$ cat config.mk
export PLATFORM = sky130hd
export DESIGN_NAME = fsqrt_unit
export DESIGN_NICKNAME = d
export VERILOG_FILES = /design/src/rtl/fp32_pkg.sv /design/src/rtl/sqrt_cmd_pkg.sv /design/src/rtl/sqrt_exponent_stage.sv /design/src/rtl/sqrt_cmd_fifo.sv /design/src/rtl/sqrt_iteration.sv /design/src/rtl/fsqrt_unit.sv
export SDC_FILE = /design/constraint.sdc
export NUM_CORES = 1
export LEC_CHECK = 0
export BUFFER_PORTS_ARGS = -buffer_cell sky130_fd_sc_hd__buf_4
export CAP_MARGIN = 30
export CORE_ASPECT_RATIO = 0.7
export CORE_MARGIN = 3
export CORE_UTILIZATION = 40
export DETAILED_ROUTE_END_ITERATION = 12
export GPL_TIMING_DRIVEN = 0
export HOLD_SLACK_MARGIN = 0.1
export SLEW_MARGIN = 40
export SYNTH_ARGS = -nofsm -noshare
export SYNTH_HDL_FRONTEND = slang
export SYNTH_SLANG_ARGS = --single-unit
$ cat constraint.sdc
create_clock -name clk -period 9.5 [get_ports clk]
set_input_delay 1.425 -clock clk [delete_from_list [all_inputs] [get_ports clk]]
set_output_delay 1.425 -clock clk [all_outputs]
set_load 0.02 [all_outputs]
$ cat src/rtl/fp32_pkg.sv
`default_nettype none

package fp32_pkg;

    // ------------------------------------------------------------
    // single precision layout
    // ------------------------------------------------------------
    localparam int FP32_EXP_W = 8;
    localparam int FP32_MAN_W = 23;
    localparam int FP32_W     = 1 + FP32_EXP_W + FP32_MAN_W;

    localparam int FP32_BIAS = 127;

    // ------------------------------------------------------------
    // field view and raw view of the same word
    // ------------------------------------------------------------
    typedef struct packed {
        logic                  sign;
        logic [FP32_EXP_W-1:0] exponent;
        logic [FP32_MAN_W-1:0] mantissa;
    } fp32_fields_t;

    typedef union packed {
        logic [FP32_W-1:0] raw;
        fp32_fields_t      fields;
    } fp32_word_u;

    // ------------------------------------------------------------
    // special results
    // ------------------------------------------------------------

    // canonical quiet NaN as produced by RISC-V F
    localparam logic [FP32_W-1:0] FP32_QNAN    = 32'h7fc0_0000;
    localparam logic [FP32_W-1:0] FP32_POS_INF = 32'h7f80_0000;

endpackage

`default_nettype wire

$ cat src/rtl/sqrt_cmd_pkg.sv
`default_nettype none

package sqrt_cmd_pkg;
    import fp32_pkg::*;

    // 24 significand bits plus guard and round
    localparam int ROOT_BITS = 26;

    // upper radicand bits carried per command, and the zero bits below them
    localparam int SQRT_RAD_W = ROOT_BITS;
    localparam int SQRT_PAD_W = 32;

    typedef logic [4:0] sqrt_tag_t;

    typedef enum logic [1:0] {
        CLASS_NORMAL,
        CLASS_ZERO,
        CLASS_POS_INF,
        CLASS_NAN_RESULT
    } sqrt_class_t;

    // radicand and pad together are shifted out two bits per root bit,
    // so their combined width stays even
    typedef struct packed {
        sqrt_tag_t             tag;
        sqrt_class_t           op_class;
        logic                  sign;
        logic [FP32_EXP_W-1:0] exponent;
        logic [SQRT_RAD_W-1:0] radicand;
        logic [SQRT_PAD_W-1:0] pad;
    } sqrt_cmd_t;

endpackage

`default_nettype wire

$ cat src/rtl/sqrt_exponent_stage.sv
`timescale 1ns/1ns
`default_nettype none

module sqrt_exponent_stage
    import fp32_pkg::*;
    import sqrt_cmd_pkg::*;
#(
    parameter int FIFO_DEPTH = 4
)(
    input  logic        clk,
    input  logic        rst,
    input  logic        in_valid,
    output logic        in_ready,
    input  logic [31:0] in_operand,
    input  sqrt_tag_t   in_tag,
    output logic        push,
    output sqrt_cmd_t   push_cmd,
    input  logic        credit_return
);

    localparam int CREDIT_W = $clog2(FIFO_DEPTH + 1);

    fp32_word_u          op;
    sqrt_class_t         operand_class;
    logic signed [9:0]   unbiased;
    logic signed [9:0]   half_exp;
    sqrt_cmd_t           next_cmd;
    logic                cmd_valid;
    logic [CREDIT_W-1:0] credits;
    logic                accept;

    assign op.raw = in_operand;

    // ------------------------------------------------------------
    // classify and prepare
    // ------------------------------------------------------------

    // subnormals fall into the zero class and keep their sign
    always_comb begin
        if (op.fields.exponent == '1 && op.fields.mantissa != '0) begin
            operand_class = CLASS_NAN_RESULT;
        end else if (op.fields.exponent == '0) begin
            operand_class = CLASS_ZERO;
        end else if (op.fields.sign) begin
            operand_class = CLASS_NAN_RESULT;
        end else if (op.fields.exponent == '1) begin
            operand_class = CLASS_POS_INF;
        end else begin
            operand_class = CLASS_NORMAL;
        end
    end

    // arithmetic shift halves toward negative infinity
    assign unbiased = 10'(op.fields.exponent) - 10'(FP32_BIAS);
    assign half_exp = unbiased >>> 1;

    always_comb begin
        next_cmd          = '0;
        next_cmd.tag      = in_tag;
        next_cmd.op_class = operand_class;
        next_cmd.sign     = op.fields.sign;
        next_cmd.exponent = FP32_EXP_W'(half_exp + 10'(FP32_BIAS));
        // an odd exponent moves one factor of two into the radicand
        if (unbiased[0]) begin
            next_cmd.radicand = {1'b1, op.fields.mantissa, 2'b00};
        end else begin
            next_cmd.radicand = {2'b01, op.fields.mantissa, 1'b0};
        end
    end

    // ------------------------------------------------------------
    // command register and credits
    // ------------------------------------------------------------
    assign push     = cmd_valid && (credits != '0);
    assign in_ready = !cmd_valid || push;
    assign accept   = in_valid && in_ready;

    always_ff @(posedge clk) begin
        if (rst) begin
            cmd_valid <= 1'b0;
            credits   <= CREDIT_W'(FIFO_DEPTH);
        end else begin
            if (accept) begin
                cmd_valid <= 1'b1;
            end else if (push) begin
                cmd_valid <= 1'b0;
            end
            case ({push, credit_return})
                2'b10:   credits <= credits - 1'b1;
                2'b01:   credits <= credits + 1'b1;
                default: credits <= credits;
            endcase
        end
    end

    always_ff @(posedge clk) begin
        if (accept) begin
            push_cmd <= next_cmd;
        end
    end

endmodule

`default_nettype wire

$ cat src/rtl/sqrt_cmd_fifo.sv
`timescale 1ns/1ns
`default_nettype none

module sqrt_cmd_fifo
    import sqrt_cmd_pkg::*;
#(
    parameter int FIFO_DEPTH = 4
)(
    input  logic      clk,
    input  logic      rst,
    input  logic      push,
    input  sqrt_cmd_t push_cmd,
    output logic      fifo_valid,
    output sqrt_cmd_t fifo_cmd,
    input  logic      pop,
    output logic      credit_return
);

    localparam int PTR_W = $clog2(FIFO_DEPTH);
    localparam int CNT_W = $clog2(FIFO_DEPTH + 1);

    sqrt_cmd_t        mem [FIFO_DEPTH];
    logic [PTR_W-1:0] rd_ptr;
    logic [PTR_W-1:0] wr_ptr;
    logic [CNT_W-1:0] count;

    // depth need not be a power of two
    function automatic logic [PTR_W-1:0] ptr_inc(input logic [PTR_W-1:0] ptr);
        if (ptr == PTR_W'(FIFO_DEPTH - 1)) begin
            return '0;
        end
        return ptr + 1'b1;
    endfunction

    // the producer only pushes against a credit, so there is never overflow
    always_ff @(posedge clk) begin
        if (rst) begin
            rd_ptr <= '0;
            wr_ptr <= '0;
            count  <= '0;
        end else begin
            if (push) begin
                wr_ptr <= ptr_inc(wr_ptr);
            end
            if (pop) begin
                rd_ptr <= ptr_inc(rd_ptr);
            end
            case ({push, pop})
                2'b10:   count <= count + 1'b1;
                2'b01:   count <= count - 1'b1;
                default: count <= count;
            endcase
        end
    end

    always_ff @(posedge clk) begin
        if (push) begin
            mem[wr_ptr] <= push_cmd;
        end
    end

    assign fifo_valid = (count != '0);
    assign fifo_cmd   = mem[rd_ptr];

    // every freed slot goes straight back to the producer as a credit
    assign credit_return = pop;

endmodule

`default_nettype wire

$ cat src/rtl/sqrt_iteration.sv
`timescale 1ns/1ns
`default_nettype none

module sqrt_iteration
    import fp32_pkg::*;
    import sqrt_cmd_pkg::*;
(
    input  logic        clk,
    input  logic        rst,
    input  logic        fifo_valid,
    input  sqrt_cmd_t   fifo_cmd,
    output logic        pop,
    output logic        out_valid,
    input  logic        out_ready,
    output logic [31:0] out_result,
    output sqrt_tag_t   out_tag
);

    localparam int REM_W = ROOT_BITS + 2;
    localparam int SR_W  = SQRT_RAD_W + SQRT_PAD_W;

    logic                  iterating;
    logic                  rounding;
    logic [4:0]            step;
    logic [ROOT_BITS-1:0]  root;
    logic [REM_W-1:0]      rem;
    logic [SR_W-1:0]       rad_sr;
    sqrt_tag_t             held_tag;
    logic [FP32_EXP_W-1:0] held_exp;

    logic [REM_W-1:0]      rem_shift;
    logic [REM_W:0]        trial;
    logic                  root_bit;

    logic                  guard;
    logic                  round_bit;
    logic                  sticky;
    logic                  round_up;
    logic [FP32_MAN_W+1:0] mant_rounded;
    fp32_word_u            rounded_word;
    fp32_word_u            special_word;

    logic [31:0]           result_q;
    sqrt_tag_t             tag_q;

    // ------------------------------------------------------------
    // one restoring step
    // ------------------------------------------------------------

    // bring down two radicand bits and try to subtract 4*root+1
    assign rem_shift = {rem[REM_W-3:0], rad_sr[SR_W-1 -: 2]};
    assign trial     = {1'b0, rem_shift} - {1'b0, root, 2'b01};
    assign root_bit  = !trial[REM_W];

    // ------------------------------------------------------------
    // round and pack
    // ------------------------------------------------------------
    assign guard     = root[1];
    assign round_bit = root[0];
    assign sticky    = (rem != '0);
    assign round_up  = guard && (round_bit || sticky || root[2]);

    assign mant_rounded = {1'b0, root[ROOT_BITS-1:2]} + (FP32_MAN_W + 2)'(round_up);

    // a carry out of the significand leaves a zero mantissa and bumps the exponent
    always_comb begin
        rounded_word.fields.sign     = 1'b0;
        rounded_word.fields.exponent = held_exp + FP32_EXP_W'(mant_rounded[FP32_MAN_W+1]);
        rounded_word.fields.mantissa = mant_rounded[FP32_MAN_W-1:0];
    end

    always_comb begin
        case (fifo_cmd.op_class)
            CLASS_ZERO: begin
                special_word.raw         = '0;
                special_word.fields.sign = fifo_cmd.sign;
            end
            CLASS_POS_INF: begin
                special_word.raw = FP32_POS_INF;
            end
            default: begin
                special_word.raw = FP32_QNAN;
            end
        endcase
    end

    // ------------------------------------------------------------
    // control
    // ------------------------------------------------------------
    assign pop = fifo_valid && !iterating && !rounding && !out_valid;

    always_ff @(posedge clk) begin
        if (rst) begin
            iterating <= 1'b0;
            rounding  <= 1'b0;
            step      <= '0;
            out_valid <= 1'b0;
        end else begin
            if (out_valid && out_ready) begin
                out_valid <= 1'b0;
            end
            if (pop) begin
                if (fifo_cmd.op_class == CLASS_NORMAL) begin
                    iterating <= 1'b1;
                    step      <= '0;
                end else begin
                    out_valid <= 1'b1;
                end
            end else if (iterating) begin
                step <= step + 1'b1;
                if (step == 5'(ROOT_BITS - 1)) begin
                    iterating <= 1'b0;
                    rounding  <= 1'b1;
                end
            end else if (rounding) begin
                rounding  <= 1'b0;
                out_valid <= 1'b1;
            end
        end
    end

    // datapath and result register
    always_ff @(posedge clk) begin
        if (pop) begin
            root     <= '0;
            rem      <= '0;
            rad_sr   <= {fifo_cmd.radicand, fifo_cmd.pad};
            held_tag <= fifo_cmd.tag;
            held_exp <= fifo_cmd.exponent;
            // specials bypass the recurrence
            if (fifo_cmd.op_class != CLASS_NORMAL) begin
                result_q <= special_word.raw;
                tag_q    <= fifo_cmd.tag;
            end
        end else if (iterating) begin
            root   <= {root[ROOT_BITS-2:0], root_bit};
            rem    <= root_bit ? trial[REM_W-1:0] : rem_shift;
            rad_sr <= {rad_sr[SR_W-3:0], 2'b00};
        end else if (rounding) begin
            result_q <= rounded_word.raw;
            tag_q    <= held_tag;
        end
    end

    assign out_result = result_q;
    assign out_tag    = tag_q;

endmodule

`default_nettype wire

$ cat src/rtl/fsqrt_unit.sv
`timescale 1ns/1ns
`default_nettype none

module fsqrt_unit
    import sqrt_cmd_pkg::*;
#(
    parameter int FIFO_DEPTH = 4
)(
    input  logic        clk,
    input  logic        rst,
    input  logic        in_valid,
    output logic        in_ready,
    input  logic [31:0] in_operand,
    input  sqrt_tag_t   in_tag,
    output logic        out_valid,
    input  logic        out_ready,
    output logic [31:0] out_result,
    output sqrt_tag_t   out_tag
);

    logic      push;
    sqrt_cmd_t push_cmd;
    logic      credit_return;
    logic      fifo_valid;
    sqrt_cmd_t fifo_cmd;
    logic      pop;

    // ------------------------------------------------------------
    // producer, buffer, consumer
    // ------------------------------------------------------------
    sqrt_exponent_stage #(
        .FIFO_DEPTH(FIFO_DEPTH)
    ) exponent_stage_i (
        .clk, .rst,
        .in_valid, .in_ready, .in_operand, .in_tag,
        .push, .push_cmd, .credit_return
    );

    sqrt_cmd_fifo #(
        .FIFO_DEPTH(FIFO_DEPTH)
    ) cmd_fifo_i (
        .clk, .rst,
        .push, .push_cmd,
        .fifo_valid, .fifo_cmd, .pop,
        .credit_return
    );

    sqrt_iteration iteration_i (
        .clk, .rst,
        .fifo_valid, .fifo_cmd, .pop,
        .out_valid, .out_ready, .out_result, .out_tag
    );

endmodule

`default_nettype wire

# Word-level counts from Yosys, hierarchy flattened
# Memory sizes are Yosys's and may differ from the RTL's. A register that Yosys moved wholly into a read port is not among the register bits.
# Cells that the tools add are included.
# totals
ff_bits	223
ram_bits	168
elab_cells	129
mem_count	1
# classes
n_addsub	12
eq_ne	12
n_mux	48
n_bitwise	1
reduce_logical	31
# memory_table
name	depth	word_bits	read_ports	rd_ports_with_merged_regs	write_ports	line_no	text
cmd_fifo_i.mem	4	42	1	1	1	sqrt_cmd_fifo.sv:22	sqrt_cmd_t mem [FIFO_DEPTH];
# op_table
op	count
$mux 32	4
$mux 58	2
$pmux 32 s2	1
$mux 5	7
$sub 28x28->29	1
$mux 28	1
$reduce_bool 28->1	1
$mux 26	1
$add 24x1->25	1
$reduce_bool 23->1	1
$mux 1	21
$mux 2	9
$pmux 3 s2	2
$reduce_bool 2->1	5
$sub 8x7->9 const B	1
$add 8x1->8	1
$add 8x8->8 const B	1
$eq 2x2->1 const B	4
$eq 8x8->1 const B	1
$logic_and 1x1->1	8
$logic_not 8->1	1
$add 3x1->3 const B	2
$reduce_bool 3->1	2
$sub 3x1->3 const B	2
other kinds (13)	24

# Longest topological paths before layout
# Gate-level depths: netlist of run 1.
# depth
ltp_word	9
ltp_mapped	14
depth_no_buf	14

# By module
# From an unflattened synthesis of run 1, not the netlist that was laid out.
# unflattened
cells_unflattened	1544
area_unflattened_um2	22362.7
# modules_own_cells
module	instances	cells_per_inst	area_each_um2	seq_area_each_um2
sqrt_cmd_fifo	1	430	11120.7	9068.7
sqrt_iteration	1	920	8788.4	4484.3
sqrt_exponent_stage	1	194	2453.6	1311.3

# Least setup slack after synthesis of run 1
# No wires, ideal clock.
# synth_timing
path_type	reg2reg
startpoint	register (tool-made name)
endpoint	register iteration_i.result_q[0] (netlist: iteration_i.out_result[0]), enable pin
setup_ps	444
t_arrival_ps	3652
required_time_ps	9056
slack_ps	5404
path_stages_with_launch	8
period_less_slack_ps	4096
cell_sequence	dfxtp_1 > clkbuf_1 > clkbuf_1 > mux4_2 > inv_1 > ha_1 > a21o_1 > a21oi_1
# synth_lines
item	line_no	text
end signal: assignment	sqrt_iteration.sv:132	result_q <= special_word.raw;
end signal: assignment	sqrt_iteration.sv:140	result_q <= rounded_word.raw;
end: declaration	sqrt_iteration.sv:43	logic [31:0] result_q;

# Worst setup path after layout of run 1
# layout_timing
startpoint	register iteration_i.root[1]
endpoint	register iteration_i.result_q[29] (netlist: iteration_i.out_result[29]), data pin
# layout_between
elab_chain_cells	6
# layout_rtl
item	line_no	text
start: declaration	sqrt_iteration.sv:25	logic [ROOT_BITS-1:0] root;
start signal: assignment	sqrt_iteration.sv:136	root <= {root[ROOT_BITS-2:0], root_bit};
$logic_and 1x1->1	sqrt_iteration.sv:61	assign round_up = guard && (round_bit || sticky || root[2]);
$add 24x1->25	sqrt_iteration.sv:63	assign mant_rounded = {1'b0, root[ROOT_BITS-1:2]} + (FP32_MAN_W + 2)'(round_up);
$add 8x1->8	sqrt_iteration.sv:68	rounded_word.fields.exponent = held_exp + FP32_EXP_W'(mant_rounded[FP32_MAN_W+1]);
$mux 32	sqrt_iteration.sv:139	end else if (rounding) begin
$mux 32	sqrt_iteration.sv:135	end else if (iterating) begin
$mux 32	sqrt_iteration.sv:124	if (pop) begin
# No other way between the ends. The select of a mux whose other input is x is not followed.
# A chain may end at the register's enable or synchronous reset.

==> impl_results.md, run 1 <==
- Initial DRC count: 816
- Largest net degree at the start of global routing: 30
- Top cells by count, synth: 280 x edfxtp_1, 151 x nand2_1, 81 x nor2_1
- Via count: 9612
- Setup WS post-layout: 5.29 ns
- CTS Buf Count: 37
- Fin. Hold Viols: 0
- Antenna violations before repair: 0
- GR Util All Layers: 16.5%
- Setup_tns: 0 ns
- Setup CP Type: reg -> reg
- Die H: 171 µm
- Clock transition at path regs: 0.06 ns
- Die area: 0.0414 mm²
- Slew Limit Headroom: 44.6%
- Most used DFF post-synth: edfxtp_1
- Pwr dens: 357 mW/mm²
- Max-cap violation count: 0
- Most numerous cell in the Yosys netlist: edfxtp_1
- Min-Delay Path Class: reg -> reg
- Post-synth EDFFs: 280
- Number of global-route vias before repair: 9401
- Nets@finish: 1392
- RD Place Congestion: 0.874
- Async SR Flop Fraction: 0%
- Io pins: 80
- Fin crit share: 44.3%
- Syn nets: 1267
- Slew Limit Fails: 0
- Port Buf Inserts: 77
- FF+latch count, synth: 355
- Residual DRC count: 0
- CP arrival: 4.44 ns
- Mapped Cells: 1181
- Die W: 242 µm
- Setup Buffers After CTS: 0
- Root Driver: clkbuf_16
- Share of layout cells above drive strength 1: 17.2%
- Area contributors post-synth: edfxtp_1 54%, dfxtp_1 9.6%, mux4_2 5.9%
- Syn_area_per_cell: 13.2 µm²
- Synth Cell Area: 0.0156 mm²
- CP Launch Type: flip-flop
- Final Skew: 0.0187 ns
- Area share of the largest cell type after synthesis: 54.0%
- Pre-CTS worst setup slack: 5.45 ns
- H-Tree Depth: 2
- Post-CTS Resized: 0
- Critical Path Fanout Max: 5
- YS warnings: 0
- Synth cell types: 57
- Final min period: 4.21 ns
- CP Capture Type: flip-flop
- Clk sinks: 355
- Clk buf depth: 3
- Maximum VDD drop: 159 µV
- GR Overflow Total: 0
- CTS tree: built
- Area growth, synth to finish: 16.7%
- Worst skew pair latency: 0.53 ns
- # rows: 59
- # hold bufs at CTS: 0
- Power consumption: 6.48 mW
- Finish-stage setup viols: 0
- RSZ-0062 raised after global routing: no
- Vias per std cell: 5.19
- Dpl hpwl: 23700 µm
- Routed WL per cell: 18.3 µm
- Measured slew at the worst slew-check pin: 0.830 ns
- Top achievable clock speed: 0.238 GHz
- Leak: 6.49 nW
- Router iterations before antenna repair: 5
- Initial core utilization: 41.2%
- Total wire length: 34000 µm
- Global-route wire length before repair: 53300 µm
- ANT nets after route: 0
- CORE AREA: 0.0378 mm²
- Seq/Total Area, Yosys: 63.6%
- Worst path required time: 9.73 ns
- Status: finished, final reports clean
- Antenna diode count: 0
- Cell taking the most area after synthesis: edfxtp_1
metal layers:
| metal | global-route usage [%] | wire, µm |
|---|---|---|
| met1 | 25.0 | 16600 |
| met2 | 24.3 | 14500 |
| met3 | 2.74 | 2030 |
| met4 | 4.75 | 820 |
| met5 | 0 | 0 |
cell usage in the layout (no fill, tap or decap), types with 6 or more instances in the layout:
cell,instances
buf_4,77
o21ai_0,34
inv_1,54
ha_1,43
nand2_1,151
a32oi_1,6
mux2i_1,28
nand4_1,14
nor3_1,18
o21ai_1,16
clkbuf_1,51
a31oi_1,7
a21oi_1,45
xor2_1,25
clkinv_2,7
mux2_2,23
and2_1,9
a22o_1,18
a21o_1,12
mux4_2,41
buf_1,6
nand3_1,23
nor2_1,81
nand2b_1,7
clkbuf_16,38
xnor2_1,40
edfxtp_1,280
dfxtp_1,75
nor4_1,18
state kept, by name (all words and copies together) (netlist names), named ones only:
| register | flops |
|---|---|
| cmd_fifo_i.count | 3 |
| cmd_fifo_i.mem | 164 |
| cmd_fifo_i.rd_ptr | 2 |
| cmd_fifo_i.wr_ptr | 2 |
| exponent_stage_i.cmd_valid | 1 |
| exponent_stage_i.credits | 3 |
| exponent_stage_i.push_cmd | 41 |
| iteration_i.held_exp | 8 |
| iteration_i.held_tag | 5 |
| iteration_i.iterating | 1 |
| iteration_i.out_result | 32 |
| iteration_i.out_tag | 5 |
| iteration_i.out_valid | 1 |
| iteration_i.rad_sr | 25 |
| iteration_i.rem | 28 |
| iteration_i.root | 26 |
| iteration_i.rounding | 1 |
| iteration_i.step | 5 |
path summary, 6_finish.rpt:
kind,start,to,slack (ns),depth (start not counted)
worst min register to register,cmd_fifo_i.rd_ptr[1]$_SDFFE_PP0N_,cmd_fifo_i.rd_ptr[1]$_SDFFE_PP0N_,0.48,2
worst max register to register,iteration_i.root[1]$_SDFFE_PN0P_,iteration_i.out_result[29]$_DFFE_PP_,5.29,14
worst max-delay path,iteration_i.root[1]$_SDFFE_PN0P_,iteration_i.out_result[29]$_DFFE_PP_,5.29,14
worst min-delay path,cmd_fifo_i.rd_ptr[1]$_SDFFE_PP0N_,cmd_fifo_i.rd_ptr[1]$_SDFFE_PP0N_,0.48,2
cell families (layout without fill, tap and decap cells):
| group | count (synthesis) | count (layout) | synth area share, % |
|---|---|---|---|
| flops | 355 | 355 | 63.6 |
| buf+inv | 110 | 264 | 2.76 |
| compound gates | 168 | 168 | 6.93 |
| mux | 92 | 92 | 9.39 |
| simple gates | 346 | 346 | 9.92 |
| fa+ha+maj | 45 | 45 | 3.71 |
| xor+xnor | 65 | 65 | 3.66 |
report_power, final:
group / internal [mW] / switching [mW] / total, mW
Sequential: 2.11 / 0.160 / 2.27
Combinational: 1.07 / 1.74 / 2.81
Clock: 0.801 / 0.602 / 1.40
Total: 3.98 / 2.51 / 6.48
layout make-up:
cell class                      count  area [µm²]
Tap cell                          518         648
Multi-Input combinational cell    716        5260
Inverter                           55         206
Clock inverter                     19         179
Sequential cell                   355        9910
Timing Repair Buffer               86         751
Clock buffer                       49         992
Buffer                             55         230
Fill cell                        3315       19600
critical path, stage by stage (launching register included):
cell and delay (ns):
dfxtp_1 0.44, and2_1 0.20, ha_1 0.18, nand3_1 0.15
nor2_1 0.40, nand2_1 0.17, nor2_1 0.20, nand4_1 0.36
nor4_1 0.65, ha_1 0.33, ha_1 0.25, nand2_1 0.07
or2_2 0.28, xor2_1 0.13, a21oi_1 0.10
stage by stage:
| step | utilization, % | cell area (µm²) | hold slack [ns] | instances |
|---|---|---|---|---|
| after floorplan | - | 15600 | 0.447 | 1181 |
| after global placement | 44.4 | 16800 | 0.467 | 1776 |
| after detailed placement | 45.0 | 17000 | 0.475 | 1785 |
| after CTS | 48.1 | 18200 | 0.488 | 1853 |
| after global routing | 48.1 | 18200 | 0.516 | 1853 |
| final | 48.1 | 18200 | 0.481 | 1853 |
(Power assumes the default switching activity.)
==> run 2: changes to the inputs <==
==> constraint.sdc (replaced) <==
create_clock -name clk -period 3.7 [get_ports clk]
set_input_delay 0.555 -clock clk [delete_from_list [all_inputs] [get_ports clk]]
set_output_delay 0.555 -clock clk [all_outputs]
set_load 0.02 [all_outputs]
==> impl_results.md, run 2 (synthesis results as in run 1) <==
- Status: finished, final reports clean
- Slew Limit Fails: 0
- Min-Delay Path Class: in -> reg
- CP arrival: 3.75 ns
- Setup WS post-layout: 0.198 ns
- Routed WL per cell: 18.6 µm
- Hold slack: 0.196 ns
- Met3 Use GR: 2.99%
- Critical Path Fanout Max: 5
- Worst skew pair latency: 0.55 ns
- Cell internal pwr: 10.3 mW
- Largest net degree at the start of global routing: 33
- R2R setup slack: 0.20 ns
- Finish-stage setup viols: 0
- Largest register by flop count: cmd_fifo_i.mem
- Global-route wire length before repair: 53800 µm
- CP Capture Type: flip-flop
- Net Sw Frac: 38.6%
- CP top delay family: simple AND/OR/NAND/NOR gates
- Reg2reg end: iteration_i.out_result[29]$_DFFE_PP_
- Root Driver: clkbuf_16
- ANT nets after route: 0
- Total wire length: 34500 µm
- Buffers and inverters on the worst path: 1
- Fin crit share: 94.6%
- Final Skew: 0.0156 ns
- Top achievable clock speed: 0.286 GHz
- Antenna violations before repair: 0
- Die W: 242 µm
- Hold Path Sink: exponent_stage_i.push_cmd[71]$_DFFE_PP_
- Clock Power Share: 22.1%
- Die area: 0.0414 mm²
- Initial DRC count: 721
- Slowest stage delay, CP: 0.38 ns
- Maximum VDD drop: 540 µV
- Final min period: 3.50 ns
- Commonest non-fill, non-tap cell in the layout: edfxtp_1
- CTS Buf Count: 37
- Nets@finish: 1393
- Initial core utilization: 41.2%
- Gr busiest metal: met2
- Die H: 171 µm
- H-Tree Depth: 2
- Slew Limit Headroom: 45.8%
- Residual DRC count: 0
- CP Launch Type: flip-flop
- GR Util All Layers: 16.6%
- Worst Setup SP: iteration_i.root[1]$_SDFFE_PN0P_
- CORE AREA: 0.0378 mm²
- Antenna diode count: 0
- Area growth, synth to finish: 17.4%
- Port Buf Inserts: 77
- NetSw: 6.46 mW
- Vias per std cell: 5.20
- Worst r2r path cells: 15
- Sequential share of power: 34.9%
- CTS tree: built
- Via count: 9636
- RR Startpoint: iteration_i.root[1]$_SDFFE_PN0P_
- Critical path depth in cells: 15
- Leak: 6.53 nW
- Number of global-route vias before repair: 9290
- Crit path cell chain: and2_1, ha_1, nand3_1, nor2_4, nand2_1, nor2_1, nand4_1, buf_4, nor4_4, ha_2, ha_1, nand2_1, or2_2, xor2_1, a21oi_1
- Hold path depth: 1
- Fin. Hold Viols: 0
- Setup CP Type: reg -> reg
- Measured slew at the worst slew-check pin: 0.813 ns
- Io pins: 80
- # rows: 59
- GR Overflow Total: 0
- Share of layout cells above drive strength 1: 17.8%
- GRT met1 Usage: 24.7%
- Clock transition at path regs: 0.06 ns
- Clk sinks: 355
- Pre-CTS worst setup slack: -0.411 ns
- Gate power share: 43.0%
- RD Place Congestion: 0.818
- Max reg flops: 164
- CP max-delay cell: dfxtp_2
- Met2 GRT Util: 25.4%
- Worst Hold Launch: in_tag[2]
- Router iterations before antenna repair: 5
- Clk buf depth: 3
- Pwr dens: 915 mW/mm²
- Dpl hpwl: 23700 µm
- Most frequent cells in the layout: 280 x edfxtp_1, 151 x nand2_1, 80 x nor2_1
- Power consumption: 16.7 mW
- Worst path required time: 3.95 ns
- Max-cap violation count: 0
- Post-layout util: 48.4%
-- run 2: cell types whose count changed in the layout (fill, tap and decap cells not counted), sizes merged --
cell,delta
buf,+2
clkbuf,-2
clkinv,+4
clkinvlp,-1
inv,-2
-- run 2: what timing repair did --
item                                    in CTS  in global routing
hold buffers                                 0                  0
pin swaps                                    1                  1
buffers inserted                             0                  2
endpoints found under the setup margin       7                  7
gates resized for setup                      3                  5
-- run 2: routing by layer --
layer	share of wire, %	wire (µm)
met1	49	16800
met2	44	15300
met3	5.1	1770
met4	1.9	671
met5	0	0
-- run 2: worst max-delay path by stage --
stage                                                     endpoint  slack [ns]
final                         iteration_i.out_result[29]$_DFFE_PP_        0.20
after global routing          iteration_i.out_result[29]$_DFFE_PP_       -0.03
after CTS                     iteration_i.out_result[29]$_DFFE_PP_       -0.14
after detailed placement      iteration_i.out_result[29]$_DFFE_PP_       -0.41
after global placement    exponent_stage_i.credits[2]$_SDFFE_PP1P_       -1.27
after floorplan           exponent_stage_i.credits[2]$_SDFFE_PP1P_        0.03
-- run 2: cell type report --
class	instances	area, µm²
flip-flops and latches	355	9910
clock inverters	20	210
repair buffers	88	766
multi-input cells	716	5290
inverters	55	210
fillers	3341	19500
clock buffers	48	1020
well taps	518	648
plain buffers	54	226
-- run 2: through the flow --
stage,area [µm²],std cells,TNS (ns)
after floorplan,15600,1181,0
after global placement,16800,1776,-36.58
after detailed placement,17000,1785,-1.22
after CTS,18200,1852,-0.144
after global routing,18300,1854,-0.0298
final,18300,1854,0
-- run 2: power by group through the flow --
stage	combinational (mW)	clock, mW	sequential (mW)
2_1_floorplan	4.70	0	6.05
3_3_place_gp	6.95	0	5.94
3_5_place_dp	7.20	0	5.92
4_1_cts	7.22	3.79	5.85
5_1_grt	7.95	3.96	5.92
6_report	7.19	3.70	5.84
==> run 3: changes to the inputs <==
--- a/config.mk
+++ b/config.mk
@@ -5,12 +5,12 @@
 export SDC_FILE = /design/constraint.sdc
 export NUM_CORES = 1
 export LEC_CHECK = 0
-export BUFFER_PORTS_ARGS = -buffer_cell sky130_fd_sc_hd__buf_4
 export CAP_MARGIN = 30
 export CORE_ASPECT_RATIO = 0.7
 export CORE_MARGIN = 3
 export CORE_UTILIZATION = 40
 export DETAILED_ROUTE_END_ITERATION = 12
+export DONT_BUFFER_PORTS = 1
 export GPL_TIMING_DRIVEN = 0
 export HOLD_SLACK_MARGIN = 0.1
 export SLEW_MARGIN = 40
==> impl_results.md, run 3 (synthesis results as in run 1) <==
- Status: finished, final reports clean
- ANT nets after route: 0
- Finish-stage setup viols: 0
- Final Skew: 0.0198 ns
- Initial core utilization: 41.2%
- RSZ-0062 raised after global routing: no
- Measured slew at the worst slew-check pin: 0.809 ns
- Antenna diode count: 0
- Via count: 9370
- CP Launch Type: flip-flop
- Vias per std cell: 5.27
- Min-Delay Path Class: in -> reg
- Number of global-route vias before repair: 9187
- Antenna violations before repair: 0
- CP Capture Type: flip-flop
- Largest net degree at the start of global routing: 38
- Reg2reg end: iteration_i.rad_sr[46]$_DFFE_PP_
- Slew Limit Headroom: 46.1%
- Share of layout cells above drive strength 1: 12.8%
- H-Tree Depth: 2
- Setup WS post-layout: 0.193 ns
- Fin. Hold Viols: 0
- Global-route wire length before repair: 53400 µm
- Clk buf depth: 3
- Port Buf Inserts: 0
- Critical Path Fanout Max: 25
- Most frequent cells in the layout: 280 x edfxtp_1, 151 x nand2_1, 80 x nor2_1
- Maximum VDD drop: 708 µV
- Clk sinks: 355
- Post-layout util: 46.9%
- Worst r2r path cells: 7
- Fin crit share: 94.8%
- GR Util All Layers: 16.6%
- Dpl hpwl: 23800 µm
- Top achievable clock speed: 0.285 GHz
- Die area: 0.0414 mm²
- # rows: 59
- Slew Limit Fails: 0
- Root Driver: clkbuf_16
- Nets@finish: 1319
- Max-cap violation count: 0
- Total wire length: 34200 µm
- Worst skew pair latency: 0.53 ns
- CTS Buf Count: 37
- Post-Layout Cell Count: 1778
- RR Startpoint: cmd_fifo_i.count[0]$_SDFFE_PP0P_
- Worst path required time: 3.87 ns
- Post-Place Cells: 1708
- Worst Hold Launch: in_tag[2]
- Initial DRC count: 750
- CP arrival: 3.68 ns
- Io pins: 80
- CORE AREA: 0.0378 mm²
- Routed WL per cell: 19.3 µm
- Hold Path Sink: exponent_stage_i.push_cmd[71]$_DFFE_PP_
- Hold slack: 0.132 ns
- Power consumption: 16.6 mW
- RD Place Congestion: 0.829
- Hold path depth: 0
- Largest register by flop count: cmd_fifo_i.mem
- Die W: 242 µm
- Commonest non-fill, non-tap cell in the layout: edfxtp_1
- Clock transition at path regs: 0.06 ns
- Pre-CTS worst setup slack: -0.394 ns
- Die H: 171 µm
- Final min period: 3.51 ns
- Router iterations before antenna repair: 5
- Residual DRC count: 0
- Setup CP Type: reg -> reg
- Area growth, synth to finish: 13.9%
- Max reg flops: 164
- Leak: 6.17 nW
- CTS tree: built
- R2R setup slack: 0.19 ns
- Pwr dens: 934 mW/mm²
- GR Overflow Total: 0
-- run 3: cell types whose count changed in the layout (fill, tap and decap cells not counted), sizes merged --
cell,change
inv,+2
dlygate4sd3,+3
buf,-76
clkbuf,-6
clkinvlp,+3
clkinv,-5
bufinv,+3
-- run 3: critical path, stage by stage (launching register included) --
cell and delay (ns):
dfxtp_1 0.33, nor3_1 0.30, or4_1 0.16, clkbuf_1 0.21, clkinvlp_4 0.57, nor2_1 0.71
clkbuf_1 0.45, inv_2 0.39
-- run 3: where the power goes --
part / internal, mW / leakage, nW / total, mW / switching, mW
combinational: 2.49 / 2.36 / 6.64 / 4.15
sequential: 5.43 / 3.21 / 6.17 / 0.742
clock: 2.22 / 0.590 / 3.76 / 1.54
total: 10.1 / 6.17 / 16.6 / 6.43
-- run 3: routing by layer --
metal / routed length [µm] / global-route usage, % / up-vias
li1: - / - / 4451
met1: 17000 / 24.7 / 4657
met2: 14900 / 25.4 / 225
met3: 1850 / 3.21 / 37
met4: 503 / 3.47 / 0
met5: 0 / 0 / -
-- run 3: worst max-delay path by stage --
| stage | from | to | slack (ns) | cells past startpoint |
|---|---|---|---|---|
| detailed placement | iteration_i.root[1]$_SDFFE_PN0P_ | iteration_i.out_result[29]$_DFFE_PP_ | -0.39 | 14 |
| CTS | iteration_i.root[1]$_SDFFE_PN0P_ | iteration_i.out_result[29]$_DFFE_PP_ | 0.10 | 15 |
| global route | cmd_fifo_i.count[0]$_SDFFE_PP0P_ | iteration_i.rad_sr[46]$_DFFE_PP_ | 0.03 | 7 |
| floorplan | iteration_i.iterating$_SDFFE_PP0P_ | exponent_stage_i.credits[2]$_SDFFE_PP1P_ | 0.03 | 12 |
| finish | cmd_fifo_i.count[0]$_SDFFE_PP0P_ | iteration_i.rad_sr[46]$_DFFE_PP_ | 0.19 | 7 |
| global placement | iteration_i.iterating$_SDFFE_PP0P_ | exponent_stage_i.credits[2]$_SDFFE_PP1P_ | -1.27 | 12 |
-- run 3: what timing repair did --
item,CTS,global route
endpoints found under the setup margin,7,3
hold buffers,3,0
hold endpoints to repair,6,0
setup buffers,2,1
resized for setup,4,3
pin swaps,1,1
-- run 3: cell type report --
class,instances,area (µm²)
tap,518,648
sequential,355,9910
buffer,53,221
clock buffer,43,958
clock inverter,23,262
multi-input combinational,716,5280
timing repair buffer,15,238
fill,3388,20100
inverter,55,210
-- run 3: stage by stage --
step                setup TNS [ns]  cell area (µm²)
global placement            -31.63            16200
detailed placement           -1.21            16400
global route                     0            17700
CTS                              0            17700
finish                           0            17700
floorplan                        0            15600
